## src/source/armCtrlPkg.sv

```systemverilog
`default_nettype none

package armCtrlPkg;

  // ====================
  // Instruction fields
  // ====================
  localparam int instrWidth = 32;
  localparam int condMsb    = 31;  // Condition code
  localparam int condLsb    = 28;
  localparam int immBit     = 25;  // Immediate or register operand
  localparam int opMsb      = 24;  // Data processing opcode
  localparam int opLsb      = 21;
  localparam int upBit      = 23;  // Offset added when set
  localparam int byteBit    = 22;  // Byte access for LDR/STR
  localparam int sBit       = 20;  // Set flags on data processing
  localparam int loadBit    = 20;  // Load on LDR/STR
  localparam int rdMsb      = 15;  // Destination register
  localparam int rdLsb      = 12;
  localparam int pcReg      = 15;  // r15 is the PC

  // ====================
  // Encodings
  // ====================
  // Data processing opcodes in instruction order
  typedef enum logic [3:0] {
    andOp = 4'h0, eorOp, subOp, rsbOp,
    addOp, adcOp, sbcOp, rscOp,
    tstOp, teqOp, cmpOp, cmnOp,
    orrOp, movOp, bicOp, mvnOp
  } aluOpT;

  // Condition field values
  typedef enum logic [3:0] {
    eq = 4'h0, ne, cs, cc,
    mi, pl, vs, vc,
    hi, ls, ge, lt,
    gt, le, al, nv
  } condT;

  typedef struct packed {
    logic n;  // Negative
    logic z;  // Zero
    logic c;  // Carry
    logic v;  // Overflow
  } flagsT;

endpackage

`default_nettype wire

```

## src/source/instrDecoder.sv

```systemverilog
`default_nettype none

module instrDecoder
  import armCtrlPkg::*;
(
  input  logic [instrWidth-1:0] instrD,
  output logic [1:0]            regSrcD,
  output logic [1:0]            immSrcD,
  output logic                  aluSrcD,
  output logic                  memtoRegD,
  output logic                  regWriteD,
  output logic                  memWriteD,
  output logic                  branchD,
  output logic                  pcSrcD,
  output logic                  flagWriteD,
  output logic                  byteD,
  output aluOpT                 aluControlD
);

  logic [2:0] classD;    // Bits 27:25
  logic [3:0] rdD;       // Destination register field
  logic       dpD;       // Data processing class
  logic       ldStD;     // Single LDR/STR
  logic       cmpOnlyD;  // tst, teq, cmp, cmn

  assign classD   = instrD[27:25];
  assign rdD      = instrD[rdMsb:rdLsb];
  assign cmpOnlyD = (instrD[opMsb -: 2] == 2'b10);  // Opcodes 10xx leave rd alone

  // ====================
  // Class decode
  // ====================
  always_comb begin
    regSrcD   = 2'b00;  // Everything off unless a class claims it
    immSrcD   = 2'b00;
    aluSrcD   = 1'b0;
    memtoRegD = 1'b0;
    regWriteD = 1'b0;
    memWriteD = 1'b0;
    branchD   = 1'b0;
    dpD       = 1'b0;
    ldStD     = 1'b0;
    case (classD)
      3'b000, 3'b001: begin  // DP register (multiply lands here too) and DP immediate
        dpD       = 1'b1;
        aluSrcD   = instrD[immBit];
        regWriteD = ~cmpOnlyD;
      end
      3'b010, 3'b011: begin  // LDR/STR, immediate or register offset
        // Register offset with bit 4 set is the undefined space
        if (!(instrD[immBit] && instrD[4])) begin
          ldStD   = 1'b1;
          immSrcD = 2'b01;             // 12-bit offset
          aluSrcD = ~instrD[immBit];   // Bit 25 clear means immediate here
          if (instrD[loadBit]) begin
            memtoRegD = 1'b1;
            regWriteD = 1'b1;
          end else begin
            regSrcD   = 2'b10;         // Read rd as store data
            memWriteD = 1'b1;
          end
        end
      end
      3'b101: begin  // B
        regSrcD = 2'b01;  // PC as first operand
        immSrcD = 2'b10;  // 24-bit word offset
        aluSrcD = 1'b1;
        branchD = 1'b1;
      end
      default: ;  // LDM/STM, coprocessor and SWI do nothing
    endcase
  end

  // ====================
  // ALU opcode
  // ====================
  always_comb begin
    if (dpD) begin
      aluControlD = aluOpT'(instrD[opMsb:opLsb]);
    end else if (ldStD && !instrD[upBit]) begin
      aluControlD = subOp;  // Base minus offset
    end else begin
      aluControlD = addOp;  // Base plus offset, branch target
    end
  end

  assign flagWriteD = dpD & instrD[sBit];
  assign byteD      = ldStD & instrD[byteBit];  // STRB/LDRB
  // Branches and any write to r15 redirect fetch
  assign pcSrcD     = branchD | (regWriteD & (rdD == 4'(pcReg)));

endmodule

`default_nettype wire

```

## src/source/condUnit.sv

```systemverilog
`default_nettype none

module condUnit
  import armCtrlPkg::*;
(
  input  condT  cond,
  input  flagsT flags,
  input  flagsT aluFlags,
  input  aluOpT aluControl,
  input  logic  flagWrite,
  output logic  condEx,
  output flagsT flagsNext
);

  logic nEqV;     // Signed compare helper
  logic arithOp;  // Opcode produces its own C and V

  assign nEqV = (flags.n == flags.v);

  // ====================
  // Condition table
  // ====================
  always_comb begin
    case (cond)
      eq:      condEx = flags.z;
      ne:      condEx = ~flags.z;
      cs:      condEx = flags.c;
      cc:      condEx = ~flags.c;
      mi:      condEx = flags.n;
      pl:      condEx = ~flags.n;
      vs:      condEx = flags.v;
      vc:      condEx = ~flags.v;
      hi:      condEx = flags.c & ~flags.z;   // Unsigned higher
      ls:      condEx = ~flags.c | flags.z;   // Unsigned lower or same
      ge:      condEx = nEqV;
      lt:      condEx = ~nEqV;
      gt:      condEx = ~flags.z & nEqV;
      le:      condEx = flags.z | ~nEqV;
      al:      condEx = 1'b1;
      default: condEx = 1'b0;                 // nv never executes
    endcase
  end

  always_comb begin
    case (aluControl)
      subOp, rsbOp, addOp, adcOp, sbcOp, rscOp, cmpOp, cmnOp: arithOp = 1'b1;
      default: arithOp = 1'b0;
    endcase
  end

  // ====================
  // Next flags
  // ====================
  always_comb begin
    flagsNext = flags;  // Hold unless S bit set
    if (flagWrite) begin
      flagsNext.n = aluFlags.n;
      flagsNext.z = aluFlags.z;
      // Logical ops keep C and V with no shifter carry in this core
      if (arithOp) begin
        flagsNext.c = aluFlags.c;
        flagsNext.v = aluFlags.v;
      end
    end
  end

endmodule

`default_nettype wire

```

## src/source/executeStage.sv

```systemverilog
`default_nettype none

module executeStage
  import armCtrlPkg::*;
(
  input  logic       clk,
  input  logic       rstN,
  input  logic       stallD,
  input  logic       flushD,
  input  logic       stallE,
  input  logic       flushE,
  input  logic       memtoRegD,
  input  logic       regWriteD,
  input  logic       memWriteD,
  input  logic       branchD,
  input  logic       pcSrcD,
  input  logic       flagWriteD,
  input  logic       byteD,
  input  aluOpT      aluControlD,
  input  condT       condD,
  input  flagsT      aluFlagsE,
  input  logic [1:0] aluResultLowE,
  input  flagsT      flagsM,
  input  flagsT      flagsW,
  input  flagsT      cpsrFlags,
  input  logic       setFlagsM,
  input  logic       setFlagsW,
  output aluOpT      aluControlE,
  output logic       branchTakenE,
  output logic       memtoRegE,
  output logic       regWriteGE,
  output logic       memWriteGE,
  output logic       pcSrcGE,
  output logic       setFlagsE,
  output flagsT      flagsNextE,
  output logic [3:0] byteMaskE
);

  logic  killD;           // Decode slot holds a flushed bubble
  logic  memtoRegRawE;
  logic  regWriteRawE;
  logic  memWriteRawE;
  logic  branchRawE;
  logic  pcSrcRawE;
  logic  flagWriteRawE;
  logic  byteE;
  condT  condE;
  flagsT flagsE;          // Forwarded flags
  logic  condExE;

  // Datapath zeroes the Decode register on flushD, and that word must not write
  always_ff @(posedge clk) begin
    if (!rstN) begin
      killD <= 1'b0;
    end else if (flushD) begin
      killD <= 1'b1;
    end else if (!stallD) begin
      killD <= 1'b0;
    end
  end

  // ====================
  // Execute register
  // ====================
  always_ff @(posedge clk) begin
    if (!rstN || flushE) begin  // Flush wins over stall
      memtoRegRawE  <= 1'b0;
      regWriteRawE  <= 1'b0;
      memWriteRawE  <= 1'b0;
      branchRawE    <= 1'b0;
      pcSrcRawE     <= 1'b0;
      flagWriteRawE <= 1'b0;
      byteE         <= 1'b0;
      aluControlE   <= andOp;
      condE         <= eq;      // Encoding zero
    end else if (!stallE) begin
      memtoRegRawE  <= memtoRegD & ~killD;
      regWriteRawE  <= regWriteD & ~killD;
      memWriteRawE  <= memWriteD & ~killD;
      branchRawE    <= branchD & ~killD;
      pcSrcRawE     <= pcSrcD & ~killD;
      flagWriteRawE <= flagWriteD & ~killD;
      byteE         <= byteD;
      aluControlE   <= aluControlD;
      condE         <= condD;
    end
  end

  // Youngest pending flag setter first
  assign flagsE = setFlagsM ? flagsM : (setFlagsW ? flagsW : cpsrFlags);

  condUnit condI (
    .cond      (condE),
    .flags     (flagsE),
    .aluFlags  (aluFlagsE),
    .aluControl(aluControlE),
    .flagWrite (flagWriteRawE),
    .condEx    (condExE),
    .flagsNext (flagsNextE)
  );

  // ====================
  // Condition gating
  // ====================
  assign branchTakenE = branchRawE & condExE;
  assign memtoRegE    = memtoRegRawE & condExE;  // No load issued on a failed condition
  assign regWriteGE   = regWriteRawE & condExE;
  assign memWriteGE   = memWriteRawE & condExE;
  assign pcSrcGE      = pcSrcRawE & condExE;
  assign setFlagsE    = flagWriteRawE & condExE;

  // Byte lanes for the store, address bits pick the lane
  always_comb begin
    if (!memWriteGE) begin
      byteMaskE = 4'b0000;
    end else if (byteE) begin
      byteMaskE = 4'b0001 << aluResultLowE;
    end else begin
      byteMaskE = 4'b1111;
    end
  end

  // Decoder keeps a store apart from loads and fetch redirects
  storeExclusiveA: assert property (@(posedge clk) disable iff (!rstN)
    memWriteGE |-> !(memtoRegE || branchTakenE || pcSrcGE))
    else $error("Store in Execute also loads or redirects fetch");

endmodule

`default_nettype wire

```

## src/source/retireStages.sv

```systemverilog
`default_nettype none

module retireStages
  import armCtrlPkg::*;
(
  input  logic       clk,
  input  logic       rstN,
  input  logic       stallM,
  input  logic       flushM,
  input  logic       stallW,
  input  logic       flushW,
  input  logic       memWriteGE,
  input  logic       regWriteGE,
  input  logic       memtoRegE,
  input  logic       pcSrcGE,
  input  logic       setFlagsE,
  input  flagsT      flagsNextE,
  input  logic [3:0] byteMaskE,
  output logic       memWriteM,
  output logic       regWriteM,
  output logic       regWriteW,
  output logic       memtoRegW,
  output logic       pcSrcW,
  output logic [3:0] byteMaskM,
  output flagsT      flagsM,
  output flagsT      flagsW,
  output logic       setFlagsM,
  output logic       setFlagsW,
  output flagsT      cpsrFlags
);

  logic memtoRegM;
  logic pcSrcM;

  // ====================
  // Memory register
  // ====================
  always_ff @(posedge clk) begin
    if (!rstN || flushM) begin
      memWriteM <= 1'b0;
      regWriteM <= 1'b0;
      memtoRegM <= 1'b0;
      pcSrcM    <= 1'b0;
      setFlagsM <= 1'b0;
      flagsM    <= '0;
      byteMaskM <= 4'b0000;
    end else if (!stallM) begin
      memWriteM <= memWriteGE;
      regWriteM <= regWriteGE;
      memtoRegM <= memtoRegE;
      pcSrcM    <= pcSrcGE;
      setFlagsM <= setFlagsE;
      flagsM    <= flagsNextE;  // Also forwarded back to Execute
      byteMaskM <= byteMaskE;
    end
  end

  // ====================
  // Writeback register
  // ====================
  always_ff @(posedge clk) begin
    if (!rstN || flushW) begin
      regWriteW <= 1'b0;
      memtoRegW <= 1'b0;
      pcSrcW    <= 1'b0;
      setFlagsW <= 1'b0;
      flagsW    <= '0;
    end else if (!stallW) begin
      regWriteW <= regWriteM;
      memtoRegW <= memtoRegM;
      pcSrcW    <= pcSrcM;
      setFlagsW <= setFlagsM;
      flagsW    <= flagsM;
    end
  end

  // Architectural NZCV, committed as the setter leaves Writeback
  always_ff @(posedge clk) begin
    if (!rstN) begin
      cpsrFlags <= '0;
    end else if (setFlagsW && !stallW) begin
      cpsrFlags <= flagsW;
    end
  end

  // Decoder never pairs a store with a register write
  storeNoRegWriteA: assert property (@(posedge clk) disable iff (!rstN)
    memWriteM |-> !regWriteM)
    else $error("Store in Memory also writes a register");

endmodule

`default_nettype wire

```

## src/source/armController.sv

```systemverilog
`default_nettype none

module armController
  import armCtrlPkg::*;
(
  input  logic                  clk,
  input  logic                  rstN,
  input  logic [instrWidth-1:0] instrD,
  input  flagsT                 aluFlagsE,
  input  logic [1:0]            aluResultLowE,
  input  logic                  stallD,
  input  logic                  stallE,
  input  logic                  stallM,
  input  logic                  stallW,
  input  logic                  flushD,
  input  logic                  flushE,
  input  logic                  flushM,
  input  logic                  flushW,
  output logic [1:0]            regSrcD,
  output logic [1:0]            immSrcD,
  output logic                  aluSrcD,
  output aluOpT                 aluControlE,
  output logic                  branchTakenE,
  output logic                  memtoRegE,
  output logic                  memWriteM,
  output logic [3:0]            byteMaskM,
  output logic                  regWriteM,
  output logic                  regWriteW,
  output logic                  memtoRegW,
  output logic                  pcSrcW,
  output flagsT                 cpsrFlags
);

  // ====================
  // Decode bundle
  // ====================
  logic  memtoRegD;
  logic  regWriteD;
  logic  memWriteD;
  logic  branchD;
  logic  pcSrcD;
  logic  flagWriteD;
  logic  byteD;
  aluOpT aluControlD;
  condT  condD;

  // Gated Execute controls and flag forwarding paths
  logic       regWriteGE;
  logic       memWriteGE;
  logic       pcSrcGE;
  logic       setFlagsE;
  logic       setFlagsM;
  logic       setFlagsW;
  flagsT      flagsNextE;
  flagsT      flagsM;
  flagsT      flagsW;
  logic [3:0] byteMaskE;

  assign condD = condT'(instrD[condMsb:condLsb]);

  // Port names match the nets above
  instrDecoder decoderI (.*);

  executeStage executeI (.*);

  retireStages retireI (.*);

endmodule

`default_nettype wire

```

## config.mk

```make
export PLATFORM = sky130hd
export DESIGN_NAME = armController
export DESIGN_NICKNAME = d
export VERILOG_FILES = /design/src/source/armCtrlPkg.sv /design/src/source/instrDecoder.sv /design/src/source/condUnit.sv /design/src/source/executeStage.sv /design/src/source/retireStages.sv /design/src/source/armController.sv
export SDC_FILE = /design/constraint.sdc
export NUM_CORES = 1
export LEC_CHECK = 0
export BUFFER_PORTS_ARGS = -buffer_cell sky130_fd_sc_hd__buf_2
export CAP_MARGIN = 0
export CORE_ASPECT_RATIO = 1.75
export CORE_MARGIN = 1.5
export CORE_UTILIZATION = 24
export DETAILED_ROUTE_END_ITERATION = 7
export PLACE_DENSITY = 0.56
export SKIP_LAST_GASP = 1
export SYNTH_ARGS = -nofsm -noshare
export SYNTH_HDL_FRONTEND = slang
export SYNTH_SLANG_ARGS = --single-unit
export TNS_END_PERCENT = 30
```

## constraint.sdc

```tcl
create_clock -name clk -period 5.5 [get_ports clk]
set_input_delay 0.55 -clock clk [delete_from_list [all_inputs] [get_ports clk]]
set_output_delay 0.55 -clock clk [all_outputs]
set_load 0.01 [all_outputs]
```

==> results.sh, run 1 <==
export IMPL_antenna_cells=0
export IMPL_rows=46
export IMPL_via_count=2095
export IMPL_cp_required_ns=4.95
export IMPL_holdCritPathClass="register to register"
export IMPL_io_buffers=56
export IMPL_wl_per_cell_um=13.4
export IMPL_dr_pass1_iters=5
export IMPL_synth_compound_area_share_pct=19.7
export IMPL_grt_max_degree=25
export IMPL_synth_main_ff_cell="dfxtp_1"
export IMPL_critical_path_endpoint_type="output port"
export IMPL_yosys_area_top_type="dfxtp_1"
export IMPL_wl_um=5830
export IMPL_yosysSeqAreaShare_pct=37.6
export IMPL_fin_cells=434
export IMPL_yosys_area_top_type_share_pct=37.6
export IMPL_grt_usage_pct=12.0
export IMPL_grt_pass1_wl_um=9450
export IMPL_min_period_ns=3.25
export IMPL_synth_top_family_by_area="simple AND/OR/NAND/NOR gates"
export IMPL_min_from="retireI.byteMaskM[1]$_SDFFE_PP0N_"
export IMPL_relSlewSlack_pct=36.0
export IMPL_fin_crit_sh_pct=59.1
export IMPL_worst_slew_pin_slew_ns=0.959
export IMPL_criticalPathCategory="register to output port"
export IMPL_cp_num_buf_inv=2
export IMPL_die_area_mm2=0.00993
export IMPL_setup_viol=0
export IMPL_core_area_mm2=0.00904
export IMPL_cts_hold_buf=0
export IMPL_layout_drive_gt1_share_pct=23.6
export IMPL_cts_tree="done"
export IMPL_rsz0062_at_grt="false"
export IMPL_die_w_um=76.0
export IMPL_rr_startpoint="retireI.setFlagsW$_SDFFE_PP0N_"
export IMPL_cts_num_sinks=42
export IMPL_synthTopCellsByArea="dfxtp_1, mux2i_1, nor2_1"
export IMPL_outcome="finished clean"
export IMPL_grt_pass1_vias=1969
export IMPL_worstSetupStartpoint="retireI.setFlagsM$_SDFFE_PP0N_"
export IMPL_gp_congestion=0.804
export IMPL_num_io_pins=72
export IMPL_clkSlewWorstSetupHoldPaths_ns=0.06
export IMPL_ctsLongestPathBuffers=2
export IMPL_path_cells="inv_1 > and3_1 > o31a_1 > nor3_2 > o21ai_0 > a21boi_1 > buf_2"
export IMPL_cpMaxStageDelayCell="dfxtp_1"
export IMPL_worst_clock_skew_ns=0.00429
export IMPL_yosysMostFrequentCell="dfxtp_1"
export IMPL_drv_cap=0
export IMPL_cts_resized=0
export IMPL_crit_path_max_fanout=16
export IMPL_max_stage_delay_ns=0.64
export IMPL_tns_ns=0
export IMPL_synth_warnings=0
export IMPL_cpLargestDelayFamily="simple AND/OR/NAND/NOR gates"
export IMPL_worstPathArrival_ns=2.70
export IMPL_clk_latency_ns=0.28
export IMPL_synth_async_reset_ratio_pct=0
export IMPL_clock_root_buffer="clkbuf_16"
export IMPL_ant_nets=0
export IMPL_drt_iter0_markers=83
export IMPL_synthXorXnorAreaFrac_pct=1.57
export IMPL_antenna_found_initial=0
export IMPL_whs_ns=0.476
export IMPL_ir_worst_vdd_mv=0.120
export IMPL_synth_mux_area_share_pct=12.9
export IMPL_synthAdderAreaFrac_pct=0
export IMPL_drc=0
export IMPL_power_uw=696
export IMPL_synth_cells=267
export IMPL_layout_nets=361
export IMPL_drv_slew=0
export IMPL_area_growth_pct=23.1
export IMPL_ys_ff_latch=42
export IMPL_post_cts_buffers=0
export IMPL_avgSynthCellArea_um2=8.38
export IMPL_synthTopCellsByCount="dfxtp_1, nor2_1, a21oi_1"
export IMPL_cts_max_level=2
export IMPL_cp_start_kind="register"
export IMPL_yosys_cell_types_count=46
export IMPL_hold_viol=0
export IMPL_synth_nets=315
export IMPL_avgViaCountPerCell=4.83
export IMPL_synth_simple_gate_area_share_pct=23.8
export IMPL_die_y_um=131
export IMPL_synth_edf_count=0
export IMPL_cts_buffers=5
export IMPL_powerDensity_mw_per_mm2=253
export IMPL_detailedPlacementHpwl_um=4520
export IMPL_dpl_cell_count=426
export IMPL_syn_area_mm2=0.00224
export IMPL_max_clock_freq_mhz=308
export IMPL_leakage_nw=1.15
export IMPL_grt_ovfl_total=0
export IMPL_start_util_pct=24.8
==> kinds of logic (layout without fill, tap and decap cells) <==
logic type	count (synthesis)	count (layout)
muxes	25	25
AOI/OAI and AO/OA	69	69
xor gates and xnor gates	4	4
DFF	42	42
and+or+nand+nor	104	104
buffers and inverters	23	70
==> registers in the layout, summed over array words and instances (netlist names), 4 cells and up <==
signal                count
retireI.flagsW            4
retireI.cpsrFlags         4
executeI.aluControlE      4
executeI.condE            4
retireI.flagsM            4
retireI.byteMaskM         4
==> layer usage <==
| layer | GRT usage (%) | vias up | part of all wire [%] | wire [um] |
|---|---|---|---|---|
| met1 | 12.8 | 971 | 41 | 2370 |
| li1 | - | 1058 | - | - |
| met4 | 5.45 | 0 | 2.0 | 117 |
| met2 | 22.5 | 58 | 52 | 3040 |
| met5 | 0 | - | 0 | 0 |
| met3 | 2.71 | 8 | 5.2 | 302 |
==> area by class of cell <==
cell class	count	area [um2]
Fill cell	968	6280
Multi-Input combinational cell	202	1300
Sequential cell	42	841
Timing Repair Buffer	56	280
Tap cell	120	150
Clock buffer	7	133
Clock inverter	1	30.0
Inverter	6	22.5
==> power by group <==
group | leakage (nW) | switching [mW] | total, mW | internal (mW)
Combinational | 0.732 | 0.0308 | 0.0531 | 0.0223
Sequential | 0.340 | 0.00542 | 0.314 | 0.308
Clock | 0.0781 | 0.115 | 0.329 | 0.214
==> worst register-to-register path: stages (launching register included) <==
cell and delay [ns]:
dfxtp_1 0.49, mux2_2 0.40, o21ai_0 0.36, xnor2_1 0.24, mux2i_4 0.43, o21ai_0 0.11, o311ai_0 0.10
==> worst paths after layout <==
path | to | slack (ns) | depth (start not counted)
setup / recovery | branchTakenE | 2.25 | 7
hold / removal | retireI.byteMaskM[1]$_SDFFE_PP0N_ | 0.48 | 2
setup reg to reg | retireI.setFlagsM$_SDFFE_PP0N_ | 3.26 | 6
hold reg to reg | retireI.byteMaskM[1]$_SDFFE_PP0N_ | 0.48 | 2
==> stage by stage <==
step / instance area, um2 / setup WS, ns / util [%]
after floorplan: 2240 / 3.03 / -
after global placement: 2590 / 2.62 / 28.7
after detailed placement: 2590 / 2.57 / 28.7
after CTS: 2750 / 2.24 / 30.5
after global routing: 2750 / 2.03 / 30.5
final: 2750 / 2.25 / 30.5
==> layout by cell type, fill, tap and decap left out, types with 2 or more instances in the layout <==
cell	netlist	final
mux2_4	2	2
xor2_1	2	2
clkbuf_1	13	2
nand3_1	17	17
o211ai_1	15	15
nor2_1	30	30
o2111ai_1	2	2
dfxtp_1	42	42
nor2b_1	9	9
a31oi_1	2	2
nand2_1	15	15
and3_1	8	8
nor4_1	3	3
buf_2	1	56
a21oi_1	19	19
xnor2_1	2	2
mux2i_1	18	18
clkbuf_16	0	5
nor3_1	4	4
nand2b_1	10	10
a21boi_1	2	2
o31a_1	2	2
inv_1	6	6
o21ai_0	17	17
mux2_2	3	3
o21a_1	2	2
Power figures use the tool's default switching activity.
==> inputs of run 2 (changes only) <==
--- a/config.mk
+++ b/config.mk
@@ -11,7 +11,7 @@
 export CORE_MARGIN = 1.5
 export CORE_UTILIZATION = 24
 export DETAILED_ROUTE_END_ITERATION = 7
-export PLACE_DENSITY = 0.56
+export PLACE_DENSITY = 0.57
 export SKIP_LAST_GASP = 1
 export SYNTH_ARGS = -nofsm -noshare
 export SYNTH_HDL_FRONTEND = slang
==> constraint.sdc (replaced) <==
create_clock -name clk -period 2.8 [get_ports clk]
set_input_delay 0.28 -clock clk [delete_from_list [all_inputs] [get_ports clk]]
set_output_delay 0.28 -clock clk [all_outputs]
set_load 0.01 [all_outputs]
==> results.sh, run 2 (synthesized netlist as in run 1, its figures left out) <==
export IMPL_outcome="finished clean"
export IMPL_hold_viol=0
export IMPL_rsz0062_at_grt="false"
export IMPL_cp_required_ns=2.52
export IMPL_cts_num_sinks=42
export IMPL_drc=0
export IMPL_grt_pass1_vias=1992
export IMPL_worst_slack_ns=0.156
export IMPL_gp_congestion=0.853
export IMPL_worst_clock_skew_ns=0.00470
export IMPL_layout_nets=365
export IMPL_pwr_share_comb_pct=8.3
export IMPL_area_growth_pct=23.5
export IMPL_detailedPlacementHpwl_um=4500
export IMPL_antenna_cells=0
export IMPL_dr_pass1_iters=4
export IMPL_holdCritPathClass="primary input to register"
export IMPL_rows=46
export IMPL_avgViaCountPerCell=4.75
export IMPL_cts_buffers=5
export IMPL_cts_max_level=2
export IMPL_r2r_setup_slack_ns=0.70
export IMPL_relSlewSlack_pct=63.1
export IMPL_grt_max_degree=25
export IMPL_fin_crit_sh_pct=94.4
export IMPL_criticalPathCategory="register to output port"
export IMPL_start_util_pct=24.8
export IMPL_whs_ns=0.216
export IMPL_die_y_um=131
export IMPL_swShare_pct=23.0
export IMPL_max_clock_freq_mhz=378
export IMPL_num_io_pins=72
export IMPL_fin_cells=436
export IMPL_pwr_share_seq_pct=47.7
export IMPL_cts_hold_buf=0
export IMPL_drv_cap=0
export IMPL_cts_resized=0
export IMPL_dpl_cell_count=430
export IMPL_crit_path_max_fanout=8
export IMPL_worstSetupStartpoint="retireI.setFlagsW$_SDFFE_PP0N_"
export IMPL_clkPwrFrac_pct=44.1
export IMPL_ant_nets=0
export IMPL_layout_commonest_cell="buf_2"
export IMPL_cts_tree="done"
export IMPL_die_area_mm2=0.00993
export IMPL_r2r_end="retireI.setFlagsM$_SDFFE_PP0N_"
export IMPL_via_count=2072
export IMPL_clock_root_buffer="clkbuf_16"
export IMPL_antenna_found_initial=0
export IMPL_ir_worst_vdd_mv=0.223
export IMPL_layout_drive_gt1_share_pct=25.3
export IMPL_wl_per_cell_um=13.4
export IMPL_io_buffers=56
export IMPL_grt_pass1_wl_um=9390
export IMPL_drv_slew=0
export IMPL_dp_slack_ns=0.368
export IMPL_clkSlewWorstSetupHoldPaths_ns=0.06
export IMPL_critical_path_endpoint_type="output port"
export IMPL_worst_slew_pin_slew_ns=0.554
export IMPL_switching_power_uw=297
export IMPL_grt_ovfl_total=0
export IMPL_post_cts_buffers=0
export IMPL_ctsLongestPathBuffers=2
export IMPL_setup_viol=0
export IMPL_die_w_um=76.0
export IMPL_min_period_ns=2.64
export IMPL_wl_um=5820
export IMPL_cp_start_kind="register"
export IMPL_drt_iter0_markers=77
export IMPL_tns_ns=0
export IMPL_p_int_uw=996
export IMPL_rr_startpoint="retireI.setFlagsW$_SDFFE_PP0N_"
export IMPL_final_cell_mix="buf_2, dfxtp_1, nor2_1, a21oi_1, mux2i_1"
export IMPL_leakage_nw=1.16
export IMPL_powerDensity_mw_per_mm2=468
export IMPL_core_area_mm2=0.00904
export IMPL_grt_usage_pct=12.0
export IMPL_worstPathArrival_ns=2.36
export IMPL_clk_latency_ns=0.29
export IMPL_r2r_cells=7
export IMPL_crit_end="branchTakenE"
## run 2: cell types whose count changed in the layout (fill, tap and decap cells not counted)
| cell | before | now |
|---|---|---|
| dfxtp_2 | 0 | 2 |
| clkbuf_8 | 0 | 1 |
| bufinv_16 | 1 | 0 |
| clkbuf_1 | 2 | 0 |
| buf_4 | 0 | 4 |
| dfxtp_1 | 42 | 40 |
## run 2: how the worst min path moves through the flow
stage / start / slack [ns] / endpoint / cells after the start
floorplan: rstN / 0.41 / executeI.killD$_SDFFE_PN0P_ / 1
global placement: executeI.branchRawE$_SDFFE_PP0N_ / 0.45 / executeI.branchRawE$_SDFFE_PP0N_ / 2
detailed placement: executeI.branchRawE$_SDFFE_PP0N_ / 0.46 / executeI.branchRawE$_SDFFE_PP0N_ / 2
CTS: flushD / 0.22 / executeI.killD$_SDFFE_PN0P_ / 3
global route: flushD / 0.23 / executeI.killD$_SDFFE_PN0P_ / 3
finish: flushD / 0.22 / executeI.killD$_SDFFE_PN0P_ / 3
## run 2: routing by layer
metal | GRT usage [%] | share of wire [%] | vias to the layer above
met5 | 0 | 0 | -
met4 | 5.88 | 2.0 | 0
met3 | 2.50 | 4.2 | 9
met2 | 23.4 | 54 | 56
met1 | 12.0 | 40 | 949
li1 | - | - | 1058
## run 2: final cells by class
cell class / instances / area, um2
multi-input combinational: 202 / 1300
fill: 995 / 6270
clock buffer: 6 / 139
inverter: 6 / 22.5
timing repair buffer: 60 / 310
sequential: 42 / 843
tap: 120 / 150
## run 2: worst max-delay path: stages (launching register included)
cell and delay [ns]:
dfxtp_2 0.41, mux2_2 0.37, mux2i_1 0.28, xnor2_1 0.26, mux2i_4 0.32, nor2_2 0.05
a21boi_1 0.21, buf_2 0.17
## run 2: per-stage QoR
stage / util (%) / power (mW) / instance area, um2
finish: 30.6 / 1.29 / 2760
CTS: 30.5 / 1.31 / 2760
detailed placement: 29.0 / 0.737 / 2620
floorplan: - / 0.688 / 2240
global placement: 29.0 / 0.736 / 2620
global route: 30.6 / 1.34 / 2760
## run 2: power by group through the flow
| stage | Sequential, mW | Combinational, mW | Clock (mW) |
|---|---|---|---|
| 2_1_floorplan | 0.623 | 0.0649 | 0 |
| 3_3_place_gp | 0.629 | 0.107 | 0 |
| 3_5_place_dp | 0.629 | 0.108 | 0 |
| 4_1_cts | 0.616 | 0.108 | 0.584 |
| 5_1_grt | 0.618 | 0.120 | 0.603 |
| 6_report | 0.616 | 0.107 | 0.570 |
==> inputs of run 3 (changes only) <==
--- a/config.mk
+++ b/config.mk
@@ -11,7 +11,7 @@
 export CORE_MARGIN = 1.5
 export CORE_UTILIZATION = 24
 export DETAILED_ROUTE_END_ITERATION = 7
-export PLACE_DENSITY = 0.57
+export PLACE_DENSITY = 0.56
 export SKIP_LAST_GASP = 1
 export SYNTH_ARGS = -nofsm -noshare
 export SYNTH_HDL_FRONTEND = slang
==> constraint.sdc (replaced) <==
create_clock -name clk -period 3.35 [get_ports clk]
set_input_delay 0.335 -clock clk [delete_from_list [all_inputs] [get_ports clk]]
set_output_delay 0.335 -clock clk [all_outputs]
set_load 0.01 [all_outputs]
==> results.sh, run 3 (synthesized netlist as in run 1, its figures left out) <==
export IMPL_drv_slew=0
export IMPL_worst_slew_pin_slew_ns=0.563
export IMPL_multi_input_area_mm2=0.00130
export IMPL_cts_resized=0
export IMPL_relSlewSlack_pct=62.5
export IMPL_cts_max_level=2
export IMPL_leakage_nw=1.17
export IMPL_detailedPlacementHpwl_um=4460
export IMPL_cts_buffers=5
export IMPL_start_util_pct=24.8
export IMPL_die_area_mm2=0.00993
export IMPL_tns_ns=0
export IMPL_grt_usage_pct=11.8
export IMPL_setup_viol=0
export IMPL_dr_pass1_iters=4
export IMPL_layout_commonest_cell="buf_2"
export IMPL_crit_path_max_fanout=10
export IMPL_drc=0
export IMPL_rows=46
export IMPL_cp_start_kind="register"
export IMPL_holdCritPathClass="primary input to register"
export IMPL_dpl_cell_count=429
export IMPL_grt_ovfl_total=0
export IMPL_layout_drive_gt1_share_pct=24.9
export IMPL_critical_path_endpoint_type="output port"
export IMPL_antenna_found_initial=0
export IMPL_avgViaCountPerCell=4.71
export IMPL_gp_congestion=0.777
export IMPL_die_w_um=76.0
export IMPL_powerDensity_mw_per_mm2=407
export IMPL_post_cts_buffers=0
export IMPL_grt_max_degree=25
export IMPL_worstPathArrival_ns=2.62
export IMPL_core_area_mm2=0.00904
export IMPL_fillCellCount=1003
export IMPL_grt_pass1_vias=1947
export IMPL_io_buffers=56
export IMPL_area_growth_pct=24.3
export IMPL_final_cell_mix="buf_2, dfxtp_1, nor2_1, a21oi_1, mux2i_1"
export IMPL_wl_um=5720
export IMPL_outcome="finished clean"
export IMPL_layout_nets=364
export IMPL_ctsLongestPathBuffers=2
export IMPL_antenna_cells=0
export IMPL_regArea_um2=841
export IMPL_min_period_ns=2.96
export IMPL_clock_root_buffer="clkbuf_16"
export IMPL_clkSlewWorstSetupHoldPaths_ns=0.06
export IMPL_power_mw=1.13
export IMPL_criticalPathCategory="register to output port"
export IMPL_cts_tree="done"
export IMPL_grt_pass1_wl_um=9300
export IMPL_wl_per_cell_um=13.1
export IMPL_max_clock_freq_mhz=338
export IMPL_cts_num_sinks=42
export IMPL_fin_cells=437
export IMPL_die_y_um=131
export IMPL_drt_iter0_markers=70
export IMPL_worst_clock_skew_ns=0.00486
export IMPL_clk_latency_ns=0.29
export IMPL_ant_nets=0
export IMPL_via_count=2057
export IMPL_final_core_util_pct=30.8
export IMPL_fin_crit_sh_pct=88.3
export IMPL_cp_required_ns=3.01
export IMPL_cts_hold_buf=0
export IMPL_num_io_pins=72
export IMPL_rsz0062_at_grt="false"
export IMPL_ir_worst_vdd_mv=0.214
export IMPL_drv_cap=0
export IMPL_hold_viol=0
[run 3: cell type report]
cell class | count | area share [%]
flip-flops and latches | 42 | 30.2
clock buffers | 8 | 5.99
well taps | 120 | 5.40
inverters | 6 | 0.810
repair buffers | 59 | 10.9
multi-input cells | 202 | 46.7
[run 3: path summary, 6_finish.rpt]
path	start	to	slack [ns]	cells past startpoint
worst max-delay path	retireI.setFlagsW$_SDFFE_PP0N_	branchTakenE	0.39	7
worst min-delay path	flushD	executeI.killD$_SDFFE_PN0P_	0.28	3
worst min register to register	executeI.branchRawE$_SDFFE_PP0N_	executeI.branchRawE$_SDFFE_PP0N_	0.46	2
worst max register to register	retireI.setFlagsW$_SDFFE_PP0N_	retireI.setFlagsM$_SDFFE_PP0N_	1.08	6
[run 3: power breakdown]
group | switching, mW | internal, mW | total [mW] | leakage [nW]
registers | 0.00723 | 0.506 | 0.513 | 0.340
clock network | 0.190 | 0.337 | 0.527 | 0.0832
logic | 0.0523 | 0.0384 | 0.0907 | 0.748
[run 3: critical path, stage by stage (launching register included)]
cell and delay (ns):
dfxtp_1 0.49, mux2_2 0.40, o21ai_0 0.39, xnor2_1 0.24, mux2i_4 0.42, nor2_2 0.07
a21boi_1 0.16, buf_2 0.16
[run 3: layer usage]
metal  GRT usage, %  part of all wire [%]  vias up
met5              0                     0        -
met4           5.23                   1.7        0
met3           3.33                   5.6        5
met2           22.0                    50       51
met1           12.4                    42      932
li1               -                     -     1069
[run 3: stage by stage]
step	setup slack, ns	area, um2	hold slack [ns]
after global placement	0.764	2610	0.455
after floorplan	1.10	2240	0.442
after CTS	0.410	2780	0.279
after detailed placement	0.727	2610	0.455
after global routing	0.253	2780	0.291
final	0.392	2780	0.279
